File: src/verilog/scaler_pkg.sv
package scaler_pkg;

  // ------------------------------
  // Basic scalar types
  // ------------------------------

  // Image dimension or coordinate
  typedef logic [15:0] dim_t;
  // Q8.8 scale and inverse scale
  typedef logic [15:0] q88_t;
  // Q0.8 fractional part
  typedef logic [7:0]  frac_t;
  // Grey sample
  typedef logic [7:0]  pixel_t;

  // ------------------------------
  // Fixed-point constants
  // ------------------------------

  // 1.0 in Q0.8 needs the ninth bit
  localparam logic [8:0]  ONE_Q08    = 9'd256;
  // Half an LSB of the Q8.16 sum
  localparam logic [31:0] ROUND_Q016 = 32'h0000_8000;
  // 256 * 256 so the quotient lands in Q8.8
  localparam logic [31:0] INV_NUM    = 32'd65536;

  // ------------------------------
  // Bundles between blocks
  // ------------------------------

  // Frame configuration, 80 bits
  typedef struct packed {
    dim_t in_w;
    dim_t in_h;
    dim_t out_w;
    dim_t out_h;
    q88_t inv_scale;
  } scale_cfg_t;

  // Clamped source position, 48 bits
  typedef struct packed {
    dim_t  x0;
    dim_t  y0;
    frac_t fx;
    frac_t fy;
  } src_point_t;

  // Four neighbours around the source position
  typedef struct packed {
    pixel_t p00;
    pixel_t p10;
    pixel_t p01;
    pixel_t p11;
  } quad_pix_t;

endpackage
File: src/verilog/bilinear_blend.sv
`timescale 1ns/1ps

module bilinear_blend (
  input  logic                   clk,
  input  logic                   rst_n,
  input  logic                   i_quad_valid,
  input  scaler_pkg::quad_pix_t  i_quad,
  input  scaler_pkg::src_point_t i_pt,
  output scaler_pkg::pixel_t     o_pix,
  output logic                   o_pix_valid
);

  import scaler_pkg::*;

  // 1D weights in Q0.8 with room for 1.0
  logic [8:0]  wx0;
  logic [8:0]  wx1;
  logic [8:0]  wy0;
  logic [8:0]  wy1;
  // 2D weights in Q0.16
  logic [17:0] w00;
  logic [17:0] w10;
  logic [17:0] w01;
  logic [17:0] w11;
  // Registered Q8.16 terms
  logic [31:0] prod00_r;
  logic [31:0] prod10_r;
  logic [31:0] prod01_r;
  logic [31:0] prod11_r;
  logic        prod_valid;
  logic [31:0] sum_q016;

  assign wx1 = {1'b0, i_pt.fx};
  assign wx0 = ONE_Q08 - wx1;
  assign wy1 = {1'b0, i_pt.fy};
  assign wy0 = ONE_Q08 - wy1;

  assign w00 = wx0 * wy0;
  assign w10 = wx1 * wy0;
  assign w01 = wx0 * wy1;
  assign w11 = wx1 * wy1;

  // ------------------------------
  // Stage 1 products
  // ------------------------------
  always_ff @(posedge clk) begin
    if (i_quad_valid) begin
      prod00_r <= 32'(w00) * 32'(i_quad.p00);
      prod10_r <= 32'(w10) * 32'(i_quad.p10);
      prod01_r <= 32'(w01) * 32'(i_quad.p01);
      prod11_r <= 32'(w11) * 32'(i_quad.p11);
    end
  end

  // Round to nearest before dropping 16 fraction bits
  assign sum_q016 = prod00_r + prod10_r + prod01_r + prod11_r + ROUND_Q016;

  // Stage 2 result
  always_ff @(posedge clk) begin
    if (prod_valid) begin
      o_pix <= sum_q016[23:16];
    end
  end

  always_ff @(posedge clk or negedge rst_n) begin
    if (!rst_n) begin
      prod_valid  <= 1'b0;
      o_pix_valid <= 1'b0;
    end else begin
      prod_valid  <= i_quad_valid;
      o_pix_valid <= prod_valid;
    end
  end

endmodule

File: config.mk
export PLATFORM = sky130hd
export DESIGN_NAME = bilinear_blend
export DESIGN_NICKNAME = d
export VERILOG_FILES = /design/src/verilog/scaler_pkg.sv /design/src/verilog/bilinear_blend.sv
export SDC_FILE = /design/constraint.sdc
export NUM_CORES = 2
export LEC_CHECK = 0
export BUFFER_PORTS_ARGS = -buffer_cell sky130_fd_sc_hd__buf_2
export CAP_MARGIN = 40
export CORE_MARGIN = 10
export CORE_UTILIZATION = 60
export CTS_BUF_LIST = sky130_fd_sc_hd__clkbuf_4
export DETAILED_ROUTE_END_ITERATION = 8
export HOLD_SLACK_MARGIN = 0.08
export PLACE_DENSITY_LB_ADDON = 0.1
export SLEW_MARGIN = 20
export SYNTH_ARGS = -nofsm -noshare
export SYNTH_HDL_FRONTEND = slang
export SYNTH_SLANG_ARGS = --single-unit
File: constraint.sdc
create_clock -name clk -period 3.8 [get_ports clk]
set_clock_uncertainty 0.15 [all_clocks]
set_input_delay 0.19 -clock clk [delete_from_list [all_inputs] [get_ports clk]]
set_output_delay 0.19 -clock clk [all_outputs]
set_load 0.03 [all_outputs]
Word-level counts from Yosys, hierarchy flattened
Cells that the tools add are included.

Add/subtract/negate cells: 6. $mul: 8.

Operator list (number): $add 24x24->24 (3); $mul 17x8->24 (2); $add 24x16->24 const B (1); $mul 16x8->24 (1); $mul 18x8->24 (1); $mul 9x9->18 (1); $sub 9x8->9 const A (2); $mul 8x9->17 (1); $mul 9x8->17 (1); $mul 8x8->16 (1).

Bits in registers: 106. Word-level logic and storage cells: 21.

Depth between registers and ports, before layout
Depth after elaboration: 4. Gate-level depth with buffers: 41. Depth with buffers taken out: 38.

Worst setup path before layout
Ideal clock, no wire load.

Kind: input to register. Start: input i_pt[8] (netlist bit). End: register prod00_r[23], data pin. Cell stages on the path: 40. Data required time: 3.382 ns. Setup slack: -5.660 ns. Setup time: 0.268 ns. Arrival: 9.042 ns. Cell sequence: clkbuf_1 -> inv_1 -> ha_1 -> nand2_1 -> or3_1 -> clkbuf_1 -> xor2_1 -> clkbuf_1 -> nand2_1 -> fa_1 -> inv_1 -> fa_1 -> inv_1 -> fa_1 -> fa_1 -> inv_1 -> ha_1 -> inv_1 -> [... 4 more ...] -> nand2_1 -> fa_1 -> inv_1 -> fa_1 -> fa_1 -> inv_1 -> fa_1 -> inv_1 -> ha_1 -> nand2_1 -> nand2b_1 -> a21oi_1 -> nor2b_1 -> nor2_1 -> a21oi_2 -> a2111oi_4 -> a21oi_1 -> xnor3_1.

Longest elaborated chain between the ends: 3.

RTL lines: from (decl) (line bilinear_blend.sv:8) `input scaler_pkg::src_point_t i_pt,`; $sub 9x8->9 (line bilinear_blend.sv:34) `assign wx0 = ONE_Q08 - wx1;`; $mul 9x9->18 (line bilinear_blend.sv:38) `assign w00 = wx0 * wy0;`; $mul 18x8->24 (line bilinear_blend.sv:48) `prod00_r <= 32'(w00) * 32'(i_quad.p00);`; to (signal assigned) (line bilinear_blend.sv:48); to (decl) (line bilinear_blend.sv:26) `logic [31:0] prod00_r;`.

Every way passes these cells. A chain may end at the register's enable or synchronous reset.

Worst setup path after layout
Start: input i_pt[0] (netlist bit). End: register prod10_r[21], data pin.

Longest elaborated chain between the ends: 3.

RTL lines: $sub 9x8->9 (line bilinear_blend.sv:36) `assign wy0 = ONE_Q08 - wy1;`; $mul 8x9->17 (line bilinear_blend.sv:39) `assign w10 = wx1 * wy0;`; $mul 17x8->24 (line bilinear_blend.sv:49) `prod10_r <= 32'(w10) * 32'(i_quad.p10);`; to (signal assigned) (line bilinear_blend.sv:49); to (decl) (line bilinear_blend.sv:27) `logic [31:0] prod10_r;`.

Every way passes these cells.

==> run_results.csv <==
group,metric,value,unit
synthesis,ys_ff_latch,106,
synthesis,syn_area_per_cell,9.37,µm²
drt,wirelength,97900,µm
floorplanning,die_w,247,µm
synthesis,async_flop_share,0.0189,
clocking,clock_sinks,106,
status,status,"complete, but fails checks",
floorplanning,io_pins,92,
sta,maxSlewViolCount,0,
sta,relSlewSlack,0.550,
clocking,cts_root_buffer,"clkbuf_4",
synthesis,synthXorXnorAreaFrac,0.0440,
synthesis,synth_mux_area_frac,0.00802,
synthesis,yosys-top-cells-area,"fa_1, ha_1, edfxtp_1",
sta,fin_hold_ws,0.0732,ns
synthesis,yosysWarnings,0,
placement,port_buffers,59,
floorplanning,core,51200,µm²
floorplanning,num_rows,83,
synthesis,yosysTopAreaCell,"fa_1",
clocking,cts_buffers,9,
synthesis,synth_common_cells,"inv_1, fa_1, and2_1, ha_1, nand2_1",
floorplanning,die_h,247,µm
final_layout,fill_cells,2812,
flow_run,maxCapViolCount,0,
drt,wl_per_cell,20.8,µm
sta,post-route-min-period,8.46,ns
global_routing,grt_pass1_vias,28400,
setup_path,rrSetupSlack,-0.28,ns
placement,routabilityCongestion,0.937,
final_layout,layout.cells.non_filler,4716,
drt,vias,26600,
synthesis,syn_area,30900,µm²
synthesis,synth_compound_area_frac,0.0601,
setup_path,max_stage_delay,0.51,ns
sta,finalCritPeriodShare,2.23,
drt,viasPerCell,5.64,
setup_path,cp_slowest_cell,"fa_1",
synthesis,synth-seq-area-share,0.103,
setup_path,crit_top_cell,"fa_1",
sta,setup_viol,88,
sta,tightest_slew,0.674,ns
synthesis,synth_top_area_share,0.370,
synthesis,synthAdderAreaFrac,0.516,
global_routing,grt_usage,0.302,
placement,dp_hpwl,72500,µm
clocking,ctsHtreeMaxLevel,3,
drt,drt_iter0_drc,1845,
sta,worst_slack,-4.66,ns
synthesis,synth_top_family_by_area,"adder cells",
setup_path,cp.required,3.97,ns
synthesis,synth_most_common_cell,"inv_1",
synthesis,synth-edff-count,104,
sta,clock.fmax,0.118,GHz
clocking,clk_latency,0.53,ns
global_routing,grt_pass1_wl,147000,µm
clocking,clkSlewWorstSetupHoldPaths,0.20,ns
synthesis,synth_cell_type_count,68,
setup_path,critPathKind,"input port to flop",
setup_path,endpoint_kind,"flop",
global_routing,grt_max_degree,50,
drt,ant_nets,0,
placement,place_area,37900,µm²
final_layout,final_layout_size_suffix_gt1_frac,0.370,
status,violations,"negative setup slack",
sta,final_hold_viol_count,0,
hold_path,hp-class,"input port to flop",
final_layout,finalNetCount,5043,
floorplanning,start_util,0.604,
clocking,cts_tree,"done",
setup_path,crit_path_start_kind,"input port",
final_layout,syn2layout_area_growth,38.2,%
synthesis,ys.flop_type,"edfxtp_1",
setup_path,crit_fanout,7,
sta,rsz0062_at_grt,"yes",
setup_path,cp_data_arrival_time,8.63,ns
floorplanning,dieArea,61000,µm²
drt,drc_errors,0,
global_routing,grt.overflow.total,0,
drt,drt_pass1_iterations,6,
placement,placed_cells,4559,
final_layout,fin_area,42700,µm²
global_routing,grt_antenna_before_repair,7,
synthesis,synth_cells,3300,
clocking,cts_max_path_buffers,2,
synthesis,yosys.area_share.simple,0.178,
synthesis,synth_nets,4315,
-- per-stage QoR --
stage / worst slack (ns) / util / TNS (ns)
CTS: -4.43 / 0.797 / -272.07
detailed placement: -5.34 / 0.740 / -341.67
global placement: -5.18 / 0.740 / -331.36
finish: -4.66 / 0.834 / -285.14
global route: -4.86 / 0.834 / -298.48
floorplan: -4.71 / - / -277.89
-- state kept, by name (all words and copies together), names as in the netlist --
name	flops
o_pix	8
o_pix_valid	1
prod00_r	24
prod01_r	24
prod10_r	24
prod11_r	24
prod_valid	1
-- path summary, 6_finish.rpt --
| check | start | depth (start not counted) | end |
|---|---|---|---|
| setup / recovery | i_pt[0] | 35 | prod10_r[21] |
| hold / removal | i_quad[16] | 3 | prod10_r[0] |
| setup reg to reg | prod10_r[8] | 12 | o_pix[6] |
| hold reg to reg | prod_valid | 0 | o_pix_valid |
| max in group asynchronous | rst_n | 3 | prod_valid |
| min in group asynchronous | rst_n | 3 | o_pix_valid |
-- routing by layer --
| layer | vias up | wire length (µm) | share of wire | track usage |
|---|---|---|---|---|
| li1 | 11700 | - | - | - |
| met1 | 13400 | 37600 | 0.38 | 0.384 |
| met2 | 1123 | 49400 | 0.50 | 0.529 |
| met3 | 342 | 6560 | 0.067 | 0.0402 |
| met4 | 6 | 4290 | 0.044 | 0.0859 |
| met5 | - | 39 | 0.00040 | 0 |
-- cells by family (layout without fill, tap and decap cells) --
group | Yosys count | in the layout
adders and majority gates | 932 | 932
DFF | 106 | 106
buffers and inverters | 746 | 1478
other | 0 | 3
muxes | 24 | 24
xor gates and xnor gates | 153 | 154
and+or+nand+nor | 1065 | 1065
AOI/OAI and AO/OA | 274 | 274
-- placed cells by master, fill, tap and decap left out, types with 18 or more instances in the layout --
cell	Yosys	routed
fa_2	0	23
mux2i_1	18	18
ha_1	360	262
nand2b_1	41	37
buf_12	0	18
inv_1	652	541
and2_4	0	57
xnor2_2	1	43
and3_1	52	45
xnor2_4	0	26
nand3_1	28	20
edfxtp_1	104	104
fa_1	572	549
ha_4	0	93
nor2b_1	27	24
a21oi_4	0	28
a21oi_2	4	45
xnor2_1	115	47
nor2_2	1	19
buf_2	0	49
nor2_1	80	45
nand2_1	355	308
nor3_1	37	21
and2_1	398	341
buf_4	0	587
nand2_2	0	35
inv_2	0	106
a21o_1	30	29
buf_6	0	139
-- worst max-delay path: cells and delay by family --
family,cells,cell delay [ns]
AOI/OAI and AO/OA,5,0.80
buffers and inverters,7,0.55
xor gates and xnor gates,3,0.79
adders and majority gates,11,4.40
and+or+nand+nor,9,1.85
-- cell type report --
type	count	area, µm²	share of cell area
Clock inverter	6	61.3	0.00144
Tap cell	680	851	0.0199
Clock buffer	10	75.1	0.00176
Sequential cell	106	3170	0.0743
Timing Repair Buffer	809	6870	0.161
Antenna cell	3	7.51	0.000176
Inverter	653	2490	0.0582
Multi-Input combinational cell	2449	29200	0.683
-- what timing repair did --
action,CTS,global route
buffers inserted,91,87
pin swaps,218,279
resized for setup,436,343
hold endpoints to repair,13,0
endpoints found under the setup margin,89,91
hold buffers,3,0
cloned,4,1
Power is left out: the tool's default activity adds up to more than one toggle a clock period on the data nets, which glitch-free logic cannot reach.
