## src/verilog/scaler_pkg.sv

```systemverilog
package scaler_pkg;

  // ------------------------------
  // Basic scalar types
  // ------------------------------

  // Image dimension or coordinate
  typedef logic [15:0] dim_t;
  // Q8.8 scale and inverse scale
  typedef logic [15:0] q88_t;
  // Q0.8 fractional part
  typedef logic [7:0]  frac_t;
  // Grey sample
  typedef logic [7:0]  pixel_t;

  // ------------------------------
  // Fixed-point constants
  // ------------------------------

  // 1.0 in Q0.8 needs the ninth bit
  localparam logic [8:0]  ONE_Q08    = 9'd256;
  // Half an LSB of the Q8.16 sum
  localparam logic [31:0] ROUND_Q016 = 32'h0000_8000;
  // 256 * 256 so the quotient lands in Q8.8
  localparam logic [31:0] INV_NUM    = 32'd65536;

  // ------------------------------
  // Bundles between blocks
  // ------------------------------

  // Frame configuration, 80 bits
  typedef struct packed {
    dim_t in_w;
    dim_t in_h;
    dim_t out_w;
    dim_t out_h;
    q88_t inv_scale;
  } scale_cfg_t;

  // Clamped source position, 48 bits
  typedef struct packed {
    dim_t  x0;
    dim_t  y0;
    frac_t fx;
    frac_t fy;
  } src_point_t;

  // Four neighbours around the source position
  typedef struct packed {
    pixel_t p00;
    pixel_t p10;
    pixel_t p01;
    pixel_t p11;
  } quad_pix_t;

endpackage
```

## src/verilog/neighbor_fetch.sv

```systemverilog
`timescale 1ns/1ps

module neighbor_fetch #(
  parameter int AW = 19
) (
  input  logic                   clk,
  input  logic                   rst_n,
  input  logic                   i_fetch_start,
  input  scaler_pkg::scale_cfg_t i_cfg,
  input  scaler_pkg::dim_t       i_ox,
  input  scaler_pkg::dim_t       i_oy,
  input  scaler_pkg::pixel_t     i_src_rdata,
  output logic [AW-1:0]          o_src_raddr,
  output scaler_pkg::src_point_t o_pt,
  output scaler_pkg::quad_pix_t  o_quad,
  output logic                   o_quad_valid
);

  import scaler_pkg::*;

  // Source coordinates in Q16.8
  logic [31:0] sx_fix;
  logic [31:0] sy_fix;
  dim_t        sx_int;
  dim_t        sy_int;
  src_point_t  pt_next;
  logic [31:0] base_lin;
  // Read sequence step, 0 when idle
  logic [2:0]  cnt;

  assign sx_fix = 32'(i_ox) * 32'(i_cfg.inv_scale);
  assign sy_fix = 32'(i_oy) * 32'(i_cfg.inv_scale);
  assign sx_int = sx_fix[23:8];
  assign sy_int = sy_fix[23:8];

  // ------------------------------
  // Edge clamping
  // ------------------------------
  always_comb begin
    pt_next.x0 = sx_int;
    pt_next.fx = sx_fix[7:0];
    pt_next.y0 = sy_int;
    pt_next.fy = sy_fix[7:0];
    // Last column keeps the pair inside the image
    if (sx_int >= i_cfg.in_w - 16'd1) begin
      pt_next.x0 = i_cfg.in_w - 16'd2;
      pt_next.fx = 8'hFF;
    end
    if (sy_int >= i_cfg.in_h - 16'd1) begin
      pt_next.y0 = i_cfg.in_h - 16'd2;
      pt_next.fy = 8'hFF;
    end
  end

  // Address of p00
  assign base_lin = 32'(pt_next.y0) * 32'(i_cfg.in_w) + 32'(pt_next.x0);

  // ------------------------------
  // Read sequencer
  // ------------------------------
  always_ff @(posedge clk or negedge rst_n) begin
    if (!rst_n) begin
      cnt          <= 3'd0;
      o_quad_valid <= 1'b0;
      o_src_raddr  <= '0;
    end else begin
      o_quad_valid <= 1'b0;
      if (i_fetch_start) begin
        cnt         <= 3'd1;
        o_src_raddr <= base_lin[AW-1:0];
      end else if (cnt != 3'd0) begin
        // Walk p10 then p01 then p11
        case (cnt)
          3'd1:    o_src_raddr <= o_src_raddr + AW'(1);
          3'd2:    o_src_raddr <= o_src_raddr + AW'(i_cfg.in_w) - AW'(1);
          3'd3:    o_src_raddr <= o_src_raddr + AW'(1);
          default: o_src_raddr <= o_src_raddr;
        endcase
        if (cnt == 3'd5) begin
          cnt          <= 3'd0;
          o_quad_valid <= 1'b1;
        end else begin
          cnt <= cnt + 3'd1;
        end
      end
    end
  end

  // Samples arrive one step after their address
  always_ff @(posedge clk) begin
    if (i_fetch_start) begin
      o_pt <= pt_next;
    end
    case (cnt)
      3'd2:    o_quad.p00 <= i_src_rdata;
      3'd3:    o_quad.p10 <= i_src_rdata;
      3'd4:    o_quad.p01 <= i_src_rdata;
      3'd5:    o_quad.p11 <= i_src_rdata;
      default: o_quad <= o_quad;
    endcase
  end

endmodule

```

## config.mk

```make
export PLATFORM = sky130hd
export DESIGN_NAME = neighbor_fetch
export DESIGN_NICKNAME = d
export VERILOG_FILES = /design/src/verilog/scaler_pkg.sv /design/src/verilog/neighbor_fetch.sv
export SDC_FILE = /design/constraint.sdc
export NUM_CORES = 2
export LEC_CHECK = 0
export BUFFER_PORTS_ARGS = -buffer_cell sky130_fd_sc_hd__buf_2
export CAP_MARGIN = 0
export CORE_UTILIZATION = 50
export DETAILED_ROUTE_END_ITERATION = 7
export GPL_TIMING_DRIVEN = 0
export PLACE_DENSITY = 0.69
export SLEW_MARGIN = 25
export SYNTH_ARGS = -nofsm -noshare
export SYNTH_HDL_FRONTEND = slang
export SYNTH_SLANG_ARGS = --single-unit
```

## constraint.sdc

```tcl
create_clock -name clk -period 4.15 [get_ports clk]
set_input_delay 0.415 -clock clk [delete_from_list [all_inputs] [get_ports clk]]
set_output_delay 0.415 -clock clk [all_outputs]
set_load 0.005 [all_outputs]
```

=== Word level (Yosys, flattened, before mapping) ===
Index checks and enable logic that the tools add are counted.

* Register bits after elaboration: 103
* Bits in latches: 0
* Output and inout port bits: 100
* Logic and storage cells: 46
* ROM bits: 0
* Memory bits (writable): 0
* Input port bits: 123
* Memories kept: 0

* Order comparisons: 2
* Multiplexer cells: 11
* $add $sub $neg: 9
* Divide/modulo/power cells: 0
* Equal/unequal tests: 5
* Reductions and logical operators: 5
* Multiply operators: 3
* Shifts and indexed selects: 0
* Bitwise operators: 0

{| class="wikitable"
|+ Operators with widths
! kind !! count
|-
| multiplier 16 x 16 -> 24 bit || 2
|-
| adder 19 x 16 -> 19 bit || 2
|-
| two-way mux 19 bit || 2
|-
| one-hot mux 19 bit (2 select lines) || 1
|-
| greater-or-equal comparator 16 bit || 2
|-
| two-way mux 16 bit || 2
|-
| subtractor 16 x 1 -> 16 bit (second input constant) || 2
|-
| subtractor 16 x 2 -> 16 bit (second input constant) || 2
|-
| adder 19 x 1 -> 19 bit (second input constant) || 1
|-
| multiplier 16 x 16 -> 19 bit || 1
|-
| subtractor 19 x 1 -> 19 bit (second input constant) || 1
|-
| two-way mux 3 bit || 3
|-
| == test 3 x 2 -> 1 bit (second input constant) || 2
|-
| == test 3 bit (second input constant) || 2
|-
| nonzero test 3 bit || 2
|-
| adder 3 x 1 -> 3 bit (second input constant) || 1
|-
| == test 3 x 1 -> 1 bit (second input constant) || 1
|-
| two-way mux 1 bit || 3
|-
| AND reduction 2 bit || 1
|-
| nonzero test 2 bit || 1
|-
| OR reduction 2 bit || 1
|}

=== Logic depth before layout (Yosys ltp) ===
* Depth after elaboration: 6
* Mapped depth: 58
* Depth with buffers taken out: 53

=== Worst setup path after synthesis ===
No wires, ideal clock.

* Kind: in2reg
* Start point: input port i_cfg[9] (netlist name)
* End point: register o_src_raddr[18]
* Stages: 54
* Arrival time: 12.634 ns
* Path slack: -8.564 ns
* Required time: 4.071 ns
* Setup time: 0.079 ns
* Path through: clkbuf_1 buf_1 nand2_1 fa_1 inv_1 fa_1 inv_1 fa_1 inv_1 fa_1 fa_1 inv_1 fa_1 inv_1 ha_1 and3_1 and2_1 a31oi_1 [... 18 more ...] fa_1 fa_1 fa_1 inv_1 fa_1 inv_1 fa_1 inv_1 ha_1 nor3_1 o41a_1 nor2b_1 o21ai_0 a21oi_1 xor2_1 xnor2_1 xnor3_1 mux2i_1

{| class="wikitable"
|+ RTL lines
! item !! line !! source
|-
| start, declared || neighbor_fetch.sv:9 || <nowiki>input scaler_pkg::scale_cfg_t i_cfg,</nowiki>
|-
| end signal, assigned || neighbor_fetch.sv:70 || <nowiki>o_src_raddr <= base_lin[AW-1:0];</nowiki>
|-
| end signal, assigned || neighbor_fetch.sv:74 || <nowiki>3'd1: o_src_raddr <= o_src_raddr + AW'(1);</nowiki>
|-
| end signal, assigned || neighbor_fetch.sv:75 || <nowiki>3'd2: o_src_raddr <= o_src_raddr + AW'(i_cfg.in_w) - AW'(1);</nowiki>
|-
| end, declared || neighbor_fetch.sv:13 || <nowiki>output logic [AW-1:0] o_src_raddr,</nowiki>
|}

==> impl_metrics.sql <==
INSERT INTO impl_metrics (metric_group, metric, value, unit) VALUES
('setup_path', 'cp_data_arrival_time', '13050', 'ps'),
('synthesis', 'synth_cells', '3091', ''),
('synthesis', 'synth_sequential_area_ratio', '11.1', '%'),
('timing', 'unrepaired_setup_endpoints_after_global_routing', 'yes', ''),
('synthesis', 'synth_fp_nets', '3955', ''),
('synthesis', 'yosysWarningCount', '0', ''),
('routing', 'drc', '30', ''),
('synthesis', 'synthesis.area', '26900', 'um^2'),
('routing', 'met3_routed_wirelength', '6.44', 'mm'),
('timing', 'timing_worst_slew_pin_value', '914', 'ps'),
('finish', 'drive_above_1_share', '17.6', '%'),
('grt', 'maximum_number_of_pins_on_one_net_before_global_route_repair', '53', ''),
('clock_network', 'cts_buffers', '9', ''),
('run', 'maxCapViolCount', '0', ''),
('clock_network', 'clkLatencyLatePin', '390', 'ps'),
('run_status', 'run_status', 'complete, but fails checks', ''),
('setup_path', 'ff2ff_path_depth', '16', ''),
('setup_path', 'crit_path_start_kind', 'primary input', ''),
('setup_path', 'worstReg2RegStart', 'o_src_raddr[2]', ''),
('finish', 'nets', '4232', ''),
('synthesis', 'synth.distinct_cells', '66', ''),
('setup_path', 'cp-end-kind', 'flop', ''),
('setup_path', 'type_of_the_worst_setup_path', 'primary input to flop', ''),
('place', 'place.detailed.instances', '3954', ''),
('timing', 'timing.final.crit_period', '12740', 'ps'),
('timing', 'timing.final.hold_violations', '0', ''),
('setup_path', 'crit_path_top_delay_cell', 'sky130_fd_sc_hd__fa_1', ''),
('routing', 'via_count', '22300', ''),
('place', 'gp_congestion', '0.972', ''),
('timing', 'worst_clock_skew', '15.8', 'ps'),
('finish', 'fin_util', '60.6', '%'),
('floorplan', 'floorplan.core_area', '52900', 'um^2'),
('floorplan', 'rows', '84', ''),
('clock_network', 'clk_pin_slew_worst_setup_hold_paths', '90', 'ps'),
('synthesis', 'yosys_most_used_dff', 'sky130_fd_sc_hd__edfxtp_1', ''),
('synthesis', 'yosys.area.top_type', 'sky130_fd_sc_hd__fa_1', ''),
('grt', 'grt_pass1_vias', '23500', ''),
('routing', 'm1WireLength', '32.1', 'mm'),
('min_path', 'holdCritPathClass', 'primary input to async pin', ''),
('synthesis', 'ys_ff_latch', '103', ''),
('finish', 'layout.cells.non_filler', '4064', ''),
('synthesis', 'synth_top_cell_area_share', '35.1', '%'),
('grt', 'initial_antenna_violation_count', '3', ''),
('clock_network', 'holdBufCountCts', '0', ''),
('clock_network', 'cts.htree.levels', '3', ''),
('clock_network', 'cts.sinks', '103', ''),
('place', 'port-buffer-count', '174', ''),
('setup_path', 'crit_path_max_fanout', '5', ''),
('floorplan', 'initial_utilization', '50.9', '%'),
('routing', 'total_wire_length', '82.5', 'mm'),
('setup_path', 'cpPeakStageDelay', '550', 'ps'),
('timing', 'post-route-worst-setup-slack', '-8590', 'ps'),
('finish', 'final_design_area_no_fill', '32000', 'um^2'),
('floorplan', 'die_w', '234', 'um'),
('timing', 'maxClockFrequency', '78.5', 'MHz'),
('routing', 'highest-signal-layer', 'met5', ''),
('setup_path', 'critPathMostFrequentCell', 'sky130_fd_sc_hd__fa_1', ''),
('timing', 'post-route-period-util', '307', '%'),
('clock_network', 'cts_root_buf', 'sky130_fd_sc_hd__clkbuf_16', ''),
('place', 'hpwlAfterDp', '67.1', 'mm'),
('synthesis', 'async_reset_ff_share', '22.3', '%'),
('timing', 'finalSetupViolations', '67', ''),
('run_status', 'violations', 'design-rule violations, negative setup slack', ''),
('routing', 'routed-wl-met2', '39.6', 'mm'),
('clock_network', 'max-clock-path-buffers', '2', ''),
('setup_path', 'crit-reg2reg-capture', 'o_src_raddr[18]', ''),
('routing', 'detailedRoute.firstIterationViolations', '1678', ''),
('routing', 'routedWlPerCell', '20.3', 'um'),
('routing', 'pre_repair_dr_iteration_count', '8', ''),
('timing', 'maxSlewViolCount', '0', ''),
('routing', 'antenna_nets_post_route', '0', '');
==> synth_stat cells, types with 3 or more instances <==
cell / count
sky130_fd_sc_hd__inv_1: 692
sky130_fd_sc_hd__fa_1: 472
sky130_fd_sc_hd__nand2_1: 434
sky130_fd_sc_hd__ha_1: 269
sky130_fd_sc_hd__and2_1: 266
sky130_fd_sc_hd__clkbuf_1: 127
sky130_fd_sc_hd__xnor2_1: 122
sky130_fd_sc_hd__nor2_1: 105
sky130_fd_sc_hd__a21oi_1: 92
sky130_fd_sc_hd__edfxtp_1: 80
sky130_fd_sc_hd__o21ai_0: 62
sky130_fd_sc_hd__xor2_1: 41
sky130_fd_sc_hd__a21o_1: 33
sky130_fd_sc_hd__nor3_1: 30
sky130_fd_sc_hd__nand3_1: 29
sky130_fd_sc_hd__dfrtp_1: 23
sky130_fd_sc_hd__nand2b_1: 19
sky130_fd_sc_hd__nor4_1: 13
sky130_fd_sc_hd__o21a_1: 13
sky130_fd_sc_hd__a211oi_1: 12
sky130_fd_sc_hd__nor2b_1: 11
sky130_fd_sc_hd__o22ai_1: 10
sky130_fd_sc_hd__or2_2: 10
sky130_fd_sc_hd__a31oi_1: 9
sky130_fd_sc_hd__and3_1: 9
sky130_fd_sc_hd__nand4_1: 8
sky130_fd_sc_hd__or3_1: 7
sky130_fd_sc_hd__mux2_2: 6
sky130_fd_sc_hd__o31ai_1: 6
sky130_fd_sc_hd__o2111ai_1: 5
sky130_fd_sc_hd__o211ai_1: 5
sky130_fd_sc_hd__o21ai_1: 5
sky130_fd_sc_hd__o21bai_1: 5
sky130_fd_sc_hd__a22oi_1: 4
sky130_fd_sc_hd__buf_1: 4
sky130_fd_sc_hd__xnor3_1: 4
sky130_fd_sc_hd__a21boi_0: 3
sky130_fd_sc_hd__mux2i_1: 3
sky130_fd_sc_hd__nand3b_1: 3
sky130_fd_sc_hd__o22a_1: 3
==> metal layers <==
layer | vias up | GRT usage [%]
met5 | - | 0
met4 | 4 | 15.2
met3 | 245 | 4.35
met2 | 1011 | 52.1
met1 | 11100 | 38.8
li1 | 9946 | -
==> placed cells by master, fill, tap and decap left out, drive strengths merged, types with 9 or more instances in the layout <==
cell    count
a211oi     12
a21o       33
a21oi      92
a31oi       9
and2      266
and3        9
buf       289
clkbuf    119
dfrtp      23
edfxtp     80
fa        472
ha        269
inv       692
nand2     434
nand2b     19
nand3      29
nor2      105
nor2b      11
nor3       30
nor4       13
o21a       13
o21ai      69
o22ai      10
or2        10
xnor2     122
xor2       41
==> timing repair <==
action / in CTS / in global routing
resized for setup: 198 / 119
buffers inserted: 57 / 35
endpoints found under the setup margin: 67 / 67
pin swaps: 53 / 50
cloned: 2 / 1
==> stage by stage <==
stage	TNS, ps	setup slack (ps)
floorplan	-241990	-7700
global placement	-340710	-10040
detailed placement	-348510	-10240
CTS	-270620	-8500
global route	-291860	-8900
finish	-274950	-8590
==> layout make-up <==
cell class                 count  area, um^2
inverter                     694        2610
clock buffer                   9         225
tap                          688         861
buffer                       132        1380
fill                        4518       20800
multi-input combinational   2161       22100
clock inverter                 7        91.3
antenna                        3        7.51
timing repair buffer         267        1780
sequential                   103        2980
==> sequential cells by signal, summed over array words and instances (netlist names) <==
signal	count
o_pt	48
o_quad	32
o_src_raddr	19
cnt	3
o_quad_valid	1
==> worst max path at each step <==
stage,startpoint,endpoint,slack (ps)
6_report,i_cfg[4],o_src_raddr[18],-8590
5_1_grt,i_cfg[3],o_src_raddr[18],-8900
4_1_cts,i_cfg[4],o_src_raddr[18],-8500
3_5_place_dp,i_cfg[14],o_src_raddr[18],-10240
3_3_place_gp,i_cfg[14],o_src_raddr[18],-10040
2_1_floorplan,i_cfg[4],o_src_raddr[18],-7700
==> kinds of logic after synthesis <==
| kind of cell | Yosys count | share of synthesized area [%] |
|---|---|---|
| and+or+nand+nor | 950 | 16.9 |
| DFF | 103 | 11.1 |
| buffers and inverters | 827 | 11.5 |
| xor gates and xnor gates | 167 | 5.64 |
| AOI/OAI and AO/OA | 294 | 6.94 |
| adders and majority gates | 741 | 47.6 |
| muxes | 9 | 0.362 |
==> worst max-delay path: cells and delay by family <==
kind            cells  cell delay [ps]
compound gates     11             2440
mux                 2              550
simple gates        7              960
buf+inv            13             1040
xor+xnor            3              810
fa+ha+maj          15             6830
Power is left out: the tool's default activity adds up to more than one toggle a clock period on the data nets, which glitch-free logic cannot reach.
