===== src/verilog/scaler_pkg.sv =====
package scaler_pkg;

  // ------------------------------
  // Basic scalar types
  // ------------------------------

  // Image dimension or coordinate
  typedef logic [15:0] dim_t;
  // Q8.8 scale and inverse scale
  typedef logic [15:0] q88_t;
  // Q0.8 fractional part
  typedef logic [7:0]  frac_t;
  // Grey sample
  typedef logic [7:0]  pixel_t;

  // ------------------------------
  // Fixed-point constants
  // ------------------------------

  // 1.0 in Q0.8 needs the ninth bit
  localparam logic [8:0]  ONE_Q08    = 9'd256;
  // Half an LSB of the Q8.16 sum
  localparam logic [31:0] ROUND_Q016 = 32'h0000_8000;
  // 256 * 256 so the quotient lands in Q8.8
  localparam logic [31:0] INV_NUM    = 32'd65536;

  // ------------------------------
  // Bundles between blocks
  // ------------------------------

  // Frame configuration, 80 bits
  typedef struct packed {
    dim_t in_w;
    dim_t in_h;
    dim_t out_w;
    dim_t out_h;
    q88_t inv_scale;
  } scale_cfg_t;

  // Clamped source position, 48 bits
  typedef struct packed {
    dim_t  x0;
    dim_t  y0;
    frac_t fx;
    frac_t fy;
  } src_point_t;

  // Four neighbours around the source position
  typedef struct packed {
    pixel_t p00;
    pixel_t p10;
    pixel_t p01;
    pixel_t p11;
  } quad_pix_t;

endpackage

===== src/verilog/raster_fsm.sv =====
`timescale 1ns/1ps

module raster_fsm #(
  parameter int AW = 19
) (
  input  logic                   clk,
  input  logic                   rst_n,
  input  logic                   i_start,
  input  scaler_pkg::scale_cfg_t i_cfg,
  input  logic                   i_pix_valid,
  input  scaler_pkg::pixel_t     i_pix,
  output logic                   o_busy,
  output logic                   o_done,
  output logic                   o_fetch_start,
  output scaler_pkg::dim_t       o_ox,
  output scaler_pkg::dim_t       o_oy,
  output logic [AW-1:0]          o_dst_waddr,
  output scaler_pkg::pixel_t     o_dst_wdata,
  output logic                   o_dst_we
);

  typedef enum logic [2:0] {
    IDLE,
    INIT,
    ROW_INIT,
    FETCH,
    WAIT_PIX,
    WRITE,
    DONE
  } state_t;

  state_t      state;
  logic        last_col;
  logic        last_row;
  logic [31:0] lin_addr;

  // End of row and end of frame
  assign last_col = (o_ox + 16'd1) >= i_cfg.out_w;
  assign last_row = (o_oy + 16'd1) >= i_cfg.out_h;

  // Raster address into the destination
  assign lin_addr = 32'(o_oy) * 32'(i_cfg.out_w) + 32'(o_ox);

  // One fetch request per pixel
  assign o_fetch_start = (state == FETCH);

  // ------------------------------
  // Control and raster counters
  // ------------------------------
  always_ff @(posedge clk or negedge rst_n) begin
    if (!rst_n) begin
      state    <= IDLE;
      o_busy   <= 1'b0;
      o_done   <= 1'b0;
      o_dst_we <= 1'b0;
      o_ox     <= '0;
      o_oy     <= '0;
    end else begin
      // Pulses by default
      o_done   <= 1'b0;
      o_dst_we <= 1'b0;
      case (state)
        IDLE: begin
          if (i_start) begin
            o_busy <= 1'b1;
            state  <= INIT;
          end
        end
        INIT: begin
          o_oy  <= '0;
          state <= ROW_INIT;
        end
        // Extra cycle paid on every new row
        ROW_INIT: begin
          o_ox  <= '0;
          state <= FETCH;
        end
        FETCH: begin
          state <= WAIT_PIX;
        end
        WAIT_PIX: begin
          if (i_pix_valid) begin
            o_dst_we <= 1'b1;
            state    <= WRITE;
          end
        end
        WRITE: begin
          if (last_col && last_row) begin
            // Busy drops together with done
            o_busy <= 1'b0;
            o_done <= 1'b1;
            state  <= DONE;
          end else if (last_col) begin
            o_oy  <= o_oy + 16'd1;
            state <= ROW_INIT;
          end else begin
            o_ox  <= o_ox + 16'd1;
            state <= FETCH;
          end
        end
        DONE: begin
          // Back-to-back frame allowed here
          if (i_start) begin
            o_busy <= 1'b1;
            state  <= INIT;
          end else begin
            state <= IDLE;
          end
        end
        default: state <= IDLE;
      endcase
    end
  end

  // Write payload captured with the pixel
  always_ff @(posedge clk) begin
    if (state == WAIT_PIX && i_pix_valid) begin
      o_dst_waddr <= lin_addr[AW-1:0];
      o_dst_wdata <= i_pix;
    end
  end

endmodule


===== config.mk =====
export PLATFORM = sky130hd
export DESIGN_NAME = raster_fsm
export DESIGN_NICKNAME = d
export VERILOG_FILES = /design/src/verilog/scaler_pkg.sv /design/src/verilog/raster_fsm.sv
export SDC_FILE = /design/constraint.sdc
export NUM_CORES = 1
export LEC_CHECK = 0
export BUFFER_PORTS_ARGS = -buffer_cell sky130_fd_sc_hd__buf_2
export CELL_PAD_IN_SITES_DETAIL_PLACEMENT = 0
export CELL_PAD_IN_SITES_GLOBAL_PLACEMENT = 1
export CORE_MARGIN = 4
export CORE_UTILIZATION = 45
export CTS_CLUSTER_SIZE = 16
export DETAILED_ROUTE_END_ITERATION = 6
export HOLD_SLACK_MARGIN = 0.06
export PLACE_DENSITY_LB_ADDON = 0.12
export SYNTH_ARGS = -nofsm -noshare
export SYNTH_HDL_FRONTEND = slang
export SYNTH_SLANG_ARGS = --single-unit
export TNS_END_PERCENT = 50

===== constraint.sdc =====
create_clock -name clk -period 16.5 [get_ports clk]
set_input_delay 3.3 -clock clk [delete_from_list [all_inputs] [get_ports clk]]
set_output_delay 3.3 -clock clk [all_outputs]
set_load 0.01 [all_outputs]

Word level (Yosys, flattened, before mapping)
Cells that the tools add are included.
- flip-flop bits (word level): 65
- output and inout port bits: 63
- logic and storage cells: 57
- input port bits: 92
- magnitude comparators: 2
- reductions and logical operators: 11
- $mul: 1
- eq/ne operators: 13
- add/sub/neg operators: 3
- multiplexer cells: 19
- operator list (operator ; count):
    16-bit 2-to-1 mux ; 4
    16-bit case mux with 2 select lines ; 2
    16-bit by 1-bit adder with 16-bit output, second input constant ; 2
    16-bit >= comparator ; 2
    3-bit case mux with 7 select lines ; 1
    19-bit by 16-bit adder with 19-bit output ; 1
    16-bit by 16-bit multiplier with 19-bit output ; 1
    2-bit inequality test, second input constant ; 6
    3-bit == test, second input constant ; 3
    3-bit 2-to-1 mux ; 3
    3-bit AND reduction ; 3
    1-bit 2-to-1 mux ; 8
    3-bit by 2-bit == test with 1-bit output, second input constant ; 2
    2-bit nonzero test ; 3
    3-bit by 1-bit == test with 1-bit output, second input constant ; 1
    3-bit zero test ; 1
    1-bit logical AND ; 2
    2-bit by 1-bit inequality test with 1-bit output, second input constant ; 1
    1-bit case mux with 2 select lines ; 1
    2-bit AND reduction ; 1
    2-bit OR reduction ; 1

Depth between registers and ports, before layout
Gate-level depths: netlist of the first run.
- depth after elaboration: 5
- mapped depth: 23
- depth with buffers taken out: 22

Worst setup path after synthesis of the first run
No wires, ideal clock.
- path kind: input to register
- start point: input port i_cfg[37] in the netlist's numbering
- end point: register o_dst_waddr[18] (data pin)
- slack: 7.880 ns
- required time: 16.241 ns
- stages: 22
- library setup time: 0.259 ns
- buffers on the path: 1
- arrival: 8.361 ns
- cells stage by stage: clkbuf_1 -> and2_1 -> fa_1 -> inv_1 -> fa_1 -> inv_1 -> fa_1 -> inv_1 -> fa_1 -> inv_1 -> fa_1 -> inv_1 -> fa_1 -> inv_1 -> ha_1 -> and2_1 -> and3_1 -> a32oi_1 -> a21oi_1 -> a21o_1 -> a21oi_1 -> xnor2_1
- cells in the longest elaborated chain, start to end: 2
- RTL lines (element ; RTL line ; text):
    start: declaration ; raster_fsm.sv:9 ; input scaler_pkg::scale_cfg_t i_cfg,
    16-bit by 16-bit multiplier with 19-bit output ; raster_fsm.sv:42 ; assign lin_addr = 32'(o_oy) * 32'(i_cfg.out_w) + 32'(o_ox);
    19-bit by 16-bit adder with 19-bit output ; raster_fsm.sv:42 ;
    net lin_addr[18] ; raster_fsm.sv:35 ; logic [31:0] lin_addr;
    end signal: assignment ; raster_fsm.sv:118 ; o_dst_waddr <= lin_addr[AW-1:0];
    end: declaration ; raster_fsm.sv:17 ; output logic [AW-1:0] o_dst_waddr,
The timed path passes the listed nets, and every way through them passes these cells.
A chain may end at the register's enable or synchronous reset.

Worst setup path in the final report of the first run
- start point: input port i_cfg[35] in the netlist's numbering
- end point: register o_dst_waddr[18] (data pin)
The elaborated chain is that of the path after synthesis.

==> results of run 1 <==
-- cell usage in the layout (no fill, tap or decap), types with 3 or more instances in the layout --
cell       synthesis  final
a211o_1            4      4
a211oi_1           3      3
a21o_1            14     14
a21oi_1           27     27
a22o_1             4      4
a31oi_1           10     10
and2_1            55     55
and3_1             5      5
and3_4             4      4
buf_2              7    106
buf_4              1      9
clkbuf_16          0      9
dfrtp_1           38     38
edfxtp_1          27     27
fa_1             135    135
ha_1              91     91
inv_1            229    229
inv_2              3      3
nand2_1          142    142
nand2b_1           4      4
nand3_1           13     13
nand3_2            5      5
nand4_1            5      5
nor2_1            39     39
nor2b_1            4      4
nor3_1             3      3
nor4_4             3      3
o21ai_0           41     41
o21ai_1            3      3
o31ai_1            8      8
or3_1              4      4
xnor2_1           53     53
xor2_1            13     13
-- power by group through the flow --
stage                     clock, mW  combinational [mW]  sequential [mW]
after global placement            0               0.118            0.195
after floorplan                   0              0.0760            0.195
after CTS                     0.210               0.120            0.192
after global routing          0.218               0.135            0.195
after detailed placement          0               0.120            0.196
final                         0.205               0.119            0.192
-- flip-flops by register name (all words and copies together) (netlist names) --
signal       flops
o_dst_wdata      8
o_busy           1
state            3
o_ox            16
o_dst_waddr     19
o_dst_we         1
o_oy            16
o_done           1
-- Yosys cell counts (all sizes together) (2+ instances only) --
cell type and count:
o21ai 44, a211o 4, clkinv 2, a211oi 3
buf 8, fa 135, ha 91, o31ai 8
nand4 6, xnor2 53, clkbuf 32, a21o 14
and3 11, o21bai 2, nand2 142, nand3b 2
inv 232, o21a 2, a22o 4, a21oi 27
or3 4, mux2 2, mux2i 2, nor3b 2
nand2b 4, xor2 13, nand3 18, edfxtp 27
a31oi 10, nor3 6, o211ai 2, nor4 3
nor2 40, and2 55, a31o 2, nor2b 4
dfrtp 38
-- critical path: stages --
cell     delay (ns)
buf_2          0.21
and2_1         0.23
fa_1           0.56
inv_1          0.06
fa_1           0.47
inv_1          0.05
fa_1           0.50
inv_1          0.05
fa_1           0.47
inv_1          0.05
fa_1           0.52
inv_1          0.05
fa_1           0.53
inv_1          0.04
ha_1           0.33
and2_1         0.18
and3_1         0.21
a32oi_1        0.28
a21oi_1        0.15
a21o_1         0.20
a21oi_1        0.17
xnor2_1        0.09
-- final timing paths --
kind | endpoint | slack, ns | cells after the start
min reg2reg | o_busy | 0.51 | 2
max | o_dst_waddr[18] | 7.85 | 22
min in group asynchronous | o_oy[10] | 3.08 | 1
min | o_busy | 0.51 | 2
max in group asynchronous | o_ox[9] | 12.82 | 1
max reg2reg | o_dst_waddr[18] | 10.26 | 22
-- layout make-up --
type / count / area share
well taps: 275 / 0.0323
clock inverters: 6 / 0.00705
clock buffers: 10 / 0.0215
inverters: 234 / 0.0825
multi-input cells: 722 / 0.635
repair buffers: 115 / 0.0561
flip-flops and latches: 65 / 0.165
-- per-layer routing --
metal	share of wire	up-vias	global-route usage
li1	-	3465	-
met1	0.46	3548	0.291
met2	0.48	152	0.362
met3	0.048	29	0.0388
met4	0.018	0	0.0496
met5	0	-	0
-- cells by family (layout without fill, tap and decap cells) --
| kind of cell | count (synthesis) | count (layout) |
|---|---|---|
| compound gates | 127 | 127 |
| xor+xnor | 66 | 66 |
| fa+ha+maj | 226 | 226 |
| buf+inv | 274 | 365 |
| flops | 65 | 65 |
| mux | 4 | 4 |
| simple gates | 299 | 299 |
-- stage by stage --
stage          instances  hold slack (ns)  utilization
6_report            1427            0.513        0.508
5_1_grt             1427            0.549        0.508
4_1_cts             1427            0.532        0.508
3_5_place_dp        1411            0.496        0.494
3_3_place_gp        1411            0.493        0.494
2_1_floorplan       1061            0.531            -
==> results.yml, run 1 <==
placed_design:
  dpl-instance-area_sq_um: 10300
  gp_congestion: 0.818
  place_ws_ns: 7.45
  numPortBuffers: 106
  dpl.hpwl_mm: 19.4
clock_network:
  cts_tree: "yes"
  numCtsBuffers: 9
  cts.path.max_buffers: 2
  cts_root_buf: "clkbuf_16"
  hold_buffers: 0
  htreeDepth: 3
  clk_pin_slew_worst_paths_ns: 0.07
  clock_latency_ns: 0.35
  clock-sinks: 65
  post_cts_buffers: 0
  ctsResizeCount: 0
power:
  p_int_mw: 0.339
  power.total_mw: 0.516
  p_clk_frac: 0.397
  p_switching_mw: 0.177
  ir_worst_vdd_v: 0.0000428
  swShare: 0.343
  p_seq_frac: 0.372
  p_comb_frac: 0.231
  powerDensity_nw_per_um2: 48.4
  p_leak_nw: 5.36
detailed_routing:
  dr.first_iter.drc_count: 358
  routed_via_density: 5.04
  routed_wl_mm: 24.6
  vias: 7194
  ant_nets: 0
  wl_per_cell_um: 17.2
  first_pass_iters: 5
  drcViolationCount: 0
outcome:
  outcome: "complete, no violations"
synth:
  synth.top_cell.area_share: 0.283
  syn_avg_cell_area_sq_um: 9.01
  syn_inst: 1061
  synth_edf_count: 27
  netlist_top_cells_area: "fa_1 28%, ha_1 12%, dfrtp_1 9.9%, inv_1 9.0%, edfxtp_1 8.5%"
  yosys.area_share.simple: 0.159
  synth_fa_ha_area_frac: 0.402
  synth_xor_area_frac: 0.0604
  yosysTopAreaCell: "fa_1"
  synth.ff_latch_count: 65
  yosys.cell_types.count: 54
  yosys_warnings: 0
  ys_seq_area_frac: 0.184
  syn_nets: 1379
  syn_area_sq_um: 9560
  synthArstFlopShare: 0.585
  synth_top_family_by_area: "adder cells"
  synth_compound_area_frac: 0.0815
  synth_mux_area_frac: 0.00445
  ys.flop_type: "dfrtp_1"
sta:
  finClkSkew_ns: 0.0126
  final_max_slew_viol_count: 0
  worst_pin_slew_ns: 0.988
  finalSetupTns_ns: 0
  finalCritPeriodShare: 0.524
  max_freq_mhz: 116
  slew_headroom: 0.341
  setup_viol: 0
  final_hold_viol_count: 0
  rsz0062_at_grt: "false"
  setup_slack_ns: 7.85
  period_minus_slack_ns: 8.65
job:
  drv_cap: 0
cells_and_area:
  layout-drive-gt1-share: 0.135
  multi_input_area_sq_um: 6770
  design_area_sq_um: 10700
  n_antenna_cell: 0
  finalNetCount: 1465
  register_area_sq_um: 1760
  areaGrowthSynthToFinish_pct: 11.4
  nFillCells: 2101
floorplan:
  coreArea_sq_um: 21000
  fp-row-count: 53
  start_util: 0.456
  io_pins: 155
  fp.dieH_um: 154
  dieArea_sq_um: 23600
  die_w_um: 154
critical_path:
  cp-end-kind: "register"
  cp-startpoint: "i_cfg[35]"
  timing.rr.start: "o_oy[6]"
  cp-start-kind: "primary input"
  crit_required_ns: 16.59
  critPathArrivalTime_ns: 8.74
  cp_max_fo: 15
  critical_path_class: "in -> reg"
global_routing:
  antenna_found_initial: 0
  grtUsageTotal: 0.215
  gr-total-overflow: 0
  grt_pass1_wl_mm: 40.2
  grt_pass1_vias: 7561
  grt_max_degree: 39
worst_hold_path:
  hold_path.class: "reg -> reg"
  min-delay-start: "o_busy"
Power figures use the tool's default switching activity.
==> run 2: changes to the inputs <==
==> constraint.sdc (replaced) <==
create_clock -name clk -period 8.6 [get_ports clk]
set_input_delay 1.72 -clock clk [delete_from_list [all_inputs] [get_ports clk]]
set_output_delay 1.72 -clock clk [all_outputs]
set_load 0.01 [all_outputs]
==> results.yml, run 2 (synthesis results as in run 1) <==
floorplan:
  fp-row-count: 53
  coreArea_sq_um: 21000
  die_w_um: 154
  fp.dieH_um: 154
  start_util: 0.456
  io_pins: 155
  dieArea_sq_um: 23600
sta:
  period_minus_slack_ns: 7.06
  rsz0062_at_grt: "false"
  setup_viol: 0
  final_max_slew_viol_count: 0
  max_freq_mhz: 142
  finClkSkew_ns: 0.0108
  worst_pin_slew_ns: 0.960
  final_hold_viol_count: 0
  finalCritPeriodShare: 0.821
  finalSetupTns_ns: 0
  slew_headroom: 0.360
clock_network:
  post_cts_buffers: 0
  clk_pin_slew_worst_paths_ns: 0.07
  htreeDepth: 3
  numCtsBuffers: 9
  cts_root_buf: "clkbuf_16"
  clock-sinks: 65
  ctsResizeCount: 0
  hold_buffers: 0
  cts.path.max_buffers: 2
  cts_tree: "yes"
  clock_latency_ns: 0.35
global_routing:
  grt_max_degree: 39
  grt_pass1_vias: 7379
  grtUsageTotal: 0.213
  antenna_found_initial: 0
  gr-total-overflow: 0
  grt_pass1_wl_mm: 39.8
detailed_routing:
  route.met3.wl_mm: 1.27
  wl_met2_mm: 11.5
  vias: 7138
  first_pass_iters: 4
  drcViolationCount: 0
  wl_met1_mm: 11.0
  routed_wl_mm: 24.0
  wl_per_cell_um: 16.8
  top_layer: "met4"
  ant_nets: 0
  routed_via_density: 5.00
  dr.first_iter.drc_count: 312
critical_path:
  ff2ff_setup_slack_ns: 2.40
  r2r_end: "o_dst_waddr[17]"
  cp-end-kind: "register"
  critical_path_class: "in -> reg"
  timing.rr.start: "o_oy[8]"
  cp-startpoint: "i_cfg[38]"
  cp_max_fo: 12
  rr_worst_depth: 20
  cp-start-kind: "primary input"
  crit_required_ns: 8.70
  critPathArrivalTime_ns: 7.16
cells_and_area:
  layout_common_cells: "229 x inv_1, 142 x nand2_1, 135 x fa_1"
  areaGrowthSynthToFinish_pct: 11.6
  top_regs: "o_dst_waddr x19, o_ox x16, o_oy x16"
  design_area_sq_um: 10700
  register_area_sq_um: 1760
  finalNetCount: 1466
  n_antenna_cell: 0
  final_common_cell: "inv_1"
  layout-drive-gt1-share: 0.136
  top_register: "o_dst_waddr"
  multi_input_area_sq_um: 6770
  largest_register_ffs: 19
  nFillCells: 2036
power:
  p_leak_nw: 5.37
  powerDensity_nw_per_um2: 94.4
  ir_worst_vdd_v: 0.0000971
placed_design:
  gp_congestion: 0.817
  numPortBuffers: 106
  dpl-instance-area_sq_um: 10400
  dpl.hpwl_mm: 18.9
worst_hold_path:
  min-delay-start: "o_busy"
  hold_path.class: "reg -> reg"
  min_to: "o_busy"
  hold_depth: 2
job:
  drv_cap: 0
outcome:
  outcome: "complete, no violations"
==> run 2: cell types whose count changed in the layout (fill, tap and decap cells not counted) <==
cell        change
inv_4           +1
clkinv_4        -2
bufinv_16       +1
inv_8           -1
buf_4           +1
inv_6           +1
clkinv_2        +1
clkinvlp_4      -1
==> run 2: power by group <==
part | leakage [nW] | total (mW) | switching (mW) | internal (mW)
clock network | 0.158 | 0.415 | 0.159 | 0.256
registers | 0.770 | 0.367 | 0.0203 | 0.347
logic | 4.45 | 0.225 | 0.151 | 0.0737
total | 5.37 | 1.01 | 0.331 | 0.677
==> run 2: area by class of cell <==
type	instances	share of cell area
multi-input combinational	722	0.634
sequential	65	0.165
inverter	234	0.0823
timing repair buffer	116	0.0567
tap	275	0.0322
clock buffer	10	0.0215
clock inverter	6	0.00832
==> run 2: worst max-delay path by stage <==
stage | to | slack [ns] | cells after the start
after floorplan | o_dst_waddr[18] | 1.56 | 22
after global placement | o_dst_waddr[17] | 1.19 | 21
after detailed placement | o_dst_waddr[17] | 1.14 | 22
after CTS | o_dst_waddr[17] | 1.51 | 21
after global routing | o_dst_waddr[18] | 1.27 | 22
final | o_dst_waddr[17] | 1.54 | 21
==> run 2: metrics by stage <==
stage	utilization	power [mW]	setup WS (ns)	cells	hold WS [ns]
after global routing	0.509	1.07	1.27	1428	0.535
final	0.509	1.01	1.54	1428	0.524
after CTS	0.509	1.02	1.51	1428	0.528
after detailed placement	0.494	0.603	1.14	1412	0.496
after global placement	0.494	0.602	1.19	1412	0.498
after floorplan	-	0.520	1.56	1061	0.531
==> run 2: layer usage <==
metal	up-vias	global-route usage
li1	3460	-
met1	3494	0.289
met2	162	0.360
met3	22	0.0400
met4	0	0.0395
met5	-	0
==> run 2: worst max-delay path: stages <==
cell and delay, ns:
buf_2 0.19, and2_1 0.22, fa_1 0.54, inv_1 0.06, fa_1 0.53, inv_1 0.05, fa_1 0.49, inv_1 0.05
fa_1 0.47, inv_1 0.06, fa_1 0.53, inv_1 0.05, fa_1 0.53, inv_1 0.04, ha_1 0.33, and2_1 0.18
and3_1 0.21, a2111oi_0 0.50, o21bai_1 0.13, a21oi_1 0.19, xnor2_1 0.08
==> run 3: changes to the inputs <==
--- a/config.mk
+++ b/config.mk
@@ -5,11 +5,12 @@
 export SDC_FILE = /design/constraint.sdc
 export NUM_CORES = 1
 export LEC_CHECK = 0
+export ABC_AREA = 1
 export BUFFER_PORTS_ARGS = -buffer_cell sky130_fd_sc_hd__buf_2
 export CELL_PAD_IN_SITES_DETAIL_PLACEMENT = 0
 export CELL_PAD_IN_SITES_GLOBAL_PLACEMENT = 1
 export CORE_MARGIN = 4
-export CORE_UTILIZATION = 45
+export CORE_UTILIZATION = 40
 export CTS_CLUSTER_SIZE = 16
 export DETAILED_ROUTE_END_ITERATION = 6
 export HOLD_SLACK_MARGIN = 0.06
==> constraint.sdc (replaced) <==
create_clock -name clk -period 5.95 [get_ports clk]
set_input_delay 1.19 -clock clk [delete_from_list [all_inputs] [get_ports clk]]
set_output_delay 1.19 -clock clk [all_outputs]
set_load 0.01 [all_outputs]
==> results.yml, run 3 <==
outcome:
  outcome: "complete, no violations"
synth:
  syn_inst: 1280
  synth.most_common_cell: "inv_1"
  synthArstFlopShare: 0.585
  netlist_top_cells_area: "fa_1 27%, inv_1 13%, nand2_1 12%, ha_1 11%, dfrtp_1 9.5%"
  synth.top_cell.area_share: 0.270
  yosys.cell_types.count: 43
  ys.flop_type: "dfrtp_1"
  syn_nets: 1598
  synth_commonest_cells: "351 x inv_1, 326 x nand2_1, 135 x fa_1"
  synth.ff_latch_count: 65
  syn_area_sq_um: 10000
  ys_seq_area_frac: 0.176
  syn_avg_cell_area_sq_um: 7.81
  yosysTopAreaCell: "fa_1"
  synth_edf_count: 27
  yosys_warnings: 0
clock_network:
  cts_tree: "yes"
  clock-sinks: 65
  cts_root_buf: "clkbuf_16"
  numCtsBuffers: 9
  clock_latency_ns: 0.35
  htreeDepth: 3
  clk_pin_slew_worst_paths_ns: 0.07
  cts.path.max_buffers: 2
cells_and_area:
  n_antenna_cell: 0
  top_regs: "o_dst_waddr x19, o_ox x16, o_oy x16"
  finish.utilization: 0.486
  multi_input_area_sq_um: 6750
  nFillCells: 2516
  areaGrowthSynthToFinish_pct: 18.9
  finalNetCount: 1758
  instances_no_fill: 1769
  largest_register_ffs: 19
  register_area_sq_um: 1760
  top_register: "o_dst_waddr"
  final_common_cell: "inv_1"
  layout-drive-gt1-share: 0.190
  layout_common_cells: "341 x inv_1, 321 x nand2_1, 135 x fa_1"
placed_design:
  dpl.hpwl_mm: 21.7
  gp_congestion: 0.839
  place_ws_ns: -0.455
  dp_cells: 1752
  numPortBuffers: 106
sta:
  slew_headroom: 0.345
  final_max_slew_viol_count: 0
  period_minus_slack_ns: 5.83
  setup_slack_ns: 0.117
  finalCritPeriodShare: 0.980
  max_freq_mhz: 171
  final_hold_viol_count: 0
  worst_pin_slew_ns: 0.979
  finalSetupTns_ns: 0
  rsz0062_at_grt: "true"
  setup_viol: 0
  finClkSkew_ns: 0.0129
job:
  drv_cap: 0
floorplan:
  fp-row-count: 57
  io_pins: 155
  coreArea_sq_um: 24500
  fp.dieH_um: 166
  start_util: 0.409
  die_w_um: 166
  dieArea_sq_um: 27600
power:
  p_leak_nw: 6.74
  ir_worst_vdd_v: 0.000118
  power.total_mw: 1.46
  powerDensity_nw_per_um2: 123
global_routing:
  grt_pass1_vias: 8289
  gr-total-overflow: 0
  antenna_found_initial: 2
  grt_max_degree: 39
  grtUsageTotal: 0.195
  grt_pass1_wl_mm: 43.3
detailed_routing:
  routed_via_density: 4.56
  dr.first_iter.drc_count: 429
  wl_per_cell_um: 14.8
  routed_wl_mm: 26.2
  vias: 8070
  ant_nets: 0
  drcViolationCount: 0
  first_pass_iters: 5
critical_path:
  cp-start-kind: "primary input"
  cp-end-kind: "register"
  critical_path_class: "in -> reg"
  critPathArrivalTime_ns: 5.93
  cp_max_fo: 4
  crit_required_ns: 6.05
worst_hold_path:
  hold_path.class: "reg -> reg"
[run 3: changes by cell type after synthesis, sizes merged, moves of 5 or more]
cell / delta
nand2: +186
inv: +127
and2: -55
xnor2: -41
nand3: +40
buf: +21
xor2: +20
a21o: -12
nor2: -12
and3: -11
clkbuf: -10
a31oi: -7
o31ai: -7
nand4: +5
[run 3: worst paths after layout]
kind / to / cells after the start / slack (ns) / start
worst min-delay path: o_busy / 2 / 0.49 / o_busy
max in group asynchronous: o_ox[8] / 1 / 4.42 / rst_n
min in group asynchronous: o_ox[1] / 1 / 0.96 / rst_n
worst max register to register: o_dst_waddr[18] / 24 / 0.44 / o_oy[9]
worst max-delay path: o_dst_waddr[18] / 25 / 0.12 / i_cfg[33]
worst min register to register: o_busy / 2 / 0.49 / o_busy
[run 3: metrics by stage]
step	cell area [sq um]	hold WS, ns
floorplan	10100	0.505
global placement	11400	0.451
detailed placement	11400	0.477
CTS	11800	0.493
global route	11900	0.515
finish	11900	0.485
[run 3: worst max-delay path, cell delays in order]
cell and delay [ns]:
buf_12 0.11, nand2_4 0.05, inv_2 0.04, fa_1 0.55, inv_2 0.04, fa_1 0.54
inv_2 0.04, fa_1 0.53, inv_2 0.04, fa_1 0.52, inv_2 0.04, fa_1 0.51
inv_2 0.04, fa_1 0.51, inv_2 0.05, ha_4 0.25, nand2_2 0.07, nor2_2 0.04
nand3_1 0.07, nand4_1 0.19, a31oi_2 0.22, buf_6 0.15, inv_2 0.04, nand3_2 0.05
nand2_1 0.05
[run 3: metal layers]
| metal | global-route usage | vias up | wire length (um) |
|---|---|---|---|
| met2 | 0.323 | 161 | 12300 |
| met1 | 0.270 | 3798 | 12200 |
| met4 | 0.0398 | 4 | 320 |
| li1 | - | 4083 | - |
| met5 | 0 | - | 27 |
| met3 | 0.0367 | 24 | 1400 |
[run 3: logic make-up after synthesis]
family | after synthesis | share of synthesized area
compound gates | 88 | 0.0464
xor+xnor | 45 | 0.0402
fa+ha+maj | 226 | 0.384
buf+inv | 412 | 0.161
flops | 65 | 0.176
simple gates | 444 | 0.192
[run 3: layout make-up]
| type | instances | share of cell area |
|---|---|---|
| clock buffers | 11 | 0.0214 |
| clock inverters | 5 | 0.00505 |
| inverters | 361 | 0.114 |
| multi-input cells | 803 | 0.568 |
| flip-flops and latches | 65 | 0.148 |
| well taps | 324 | 0.0341 |
| repair buffers | 200 | 0.110 |
[run 3: power breakdown]
part           total [mW]  internal (mW)  switching, mW
clock network       0.581          0.353          0.228
registers           0.536          0.512         0.0242
logic               0.342          0.101          0.241
[run 3: what timing repair did]
item	in CTS	in global routing
cloned	0	0
setup buffers	1	1
pin swaps	2	22
gates resized for setup	7	38
setup endpoints to repair	1	6
hold buffers	0	0
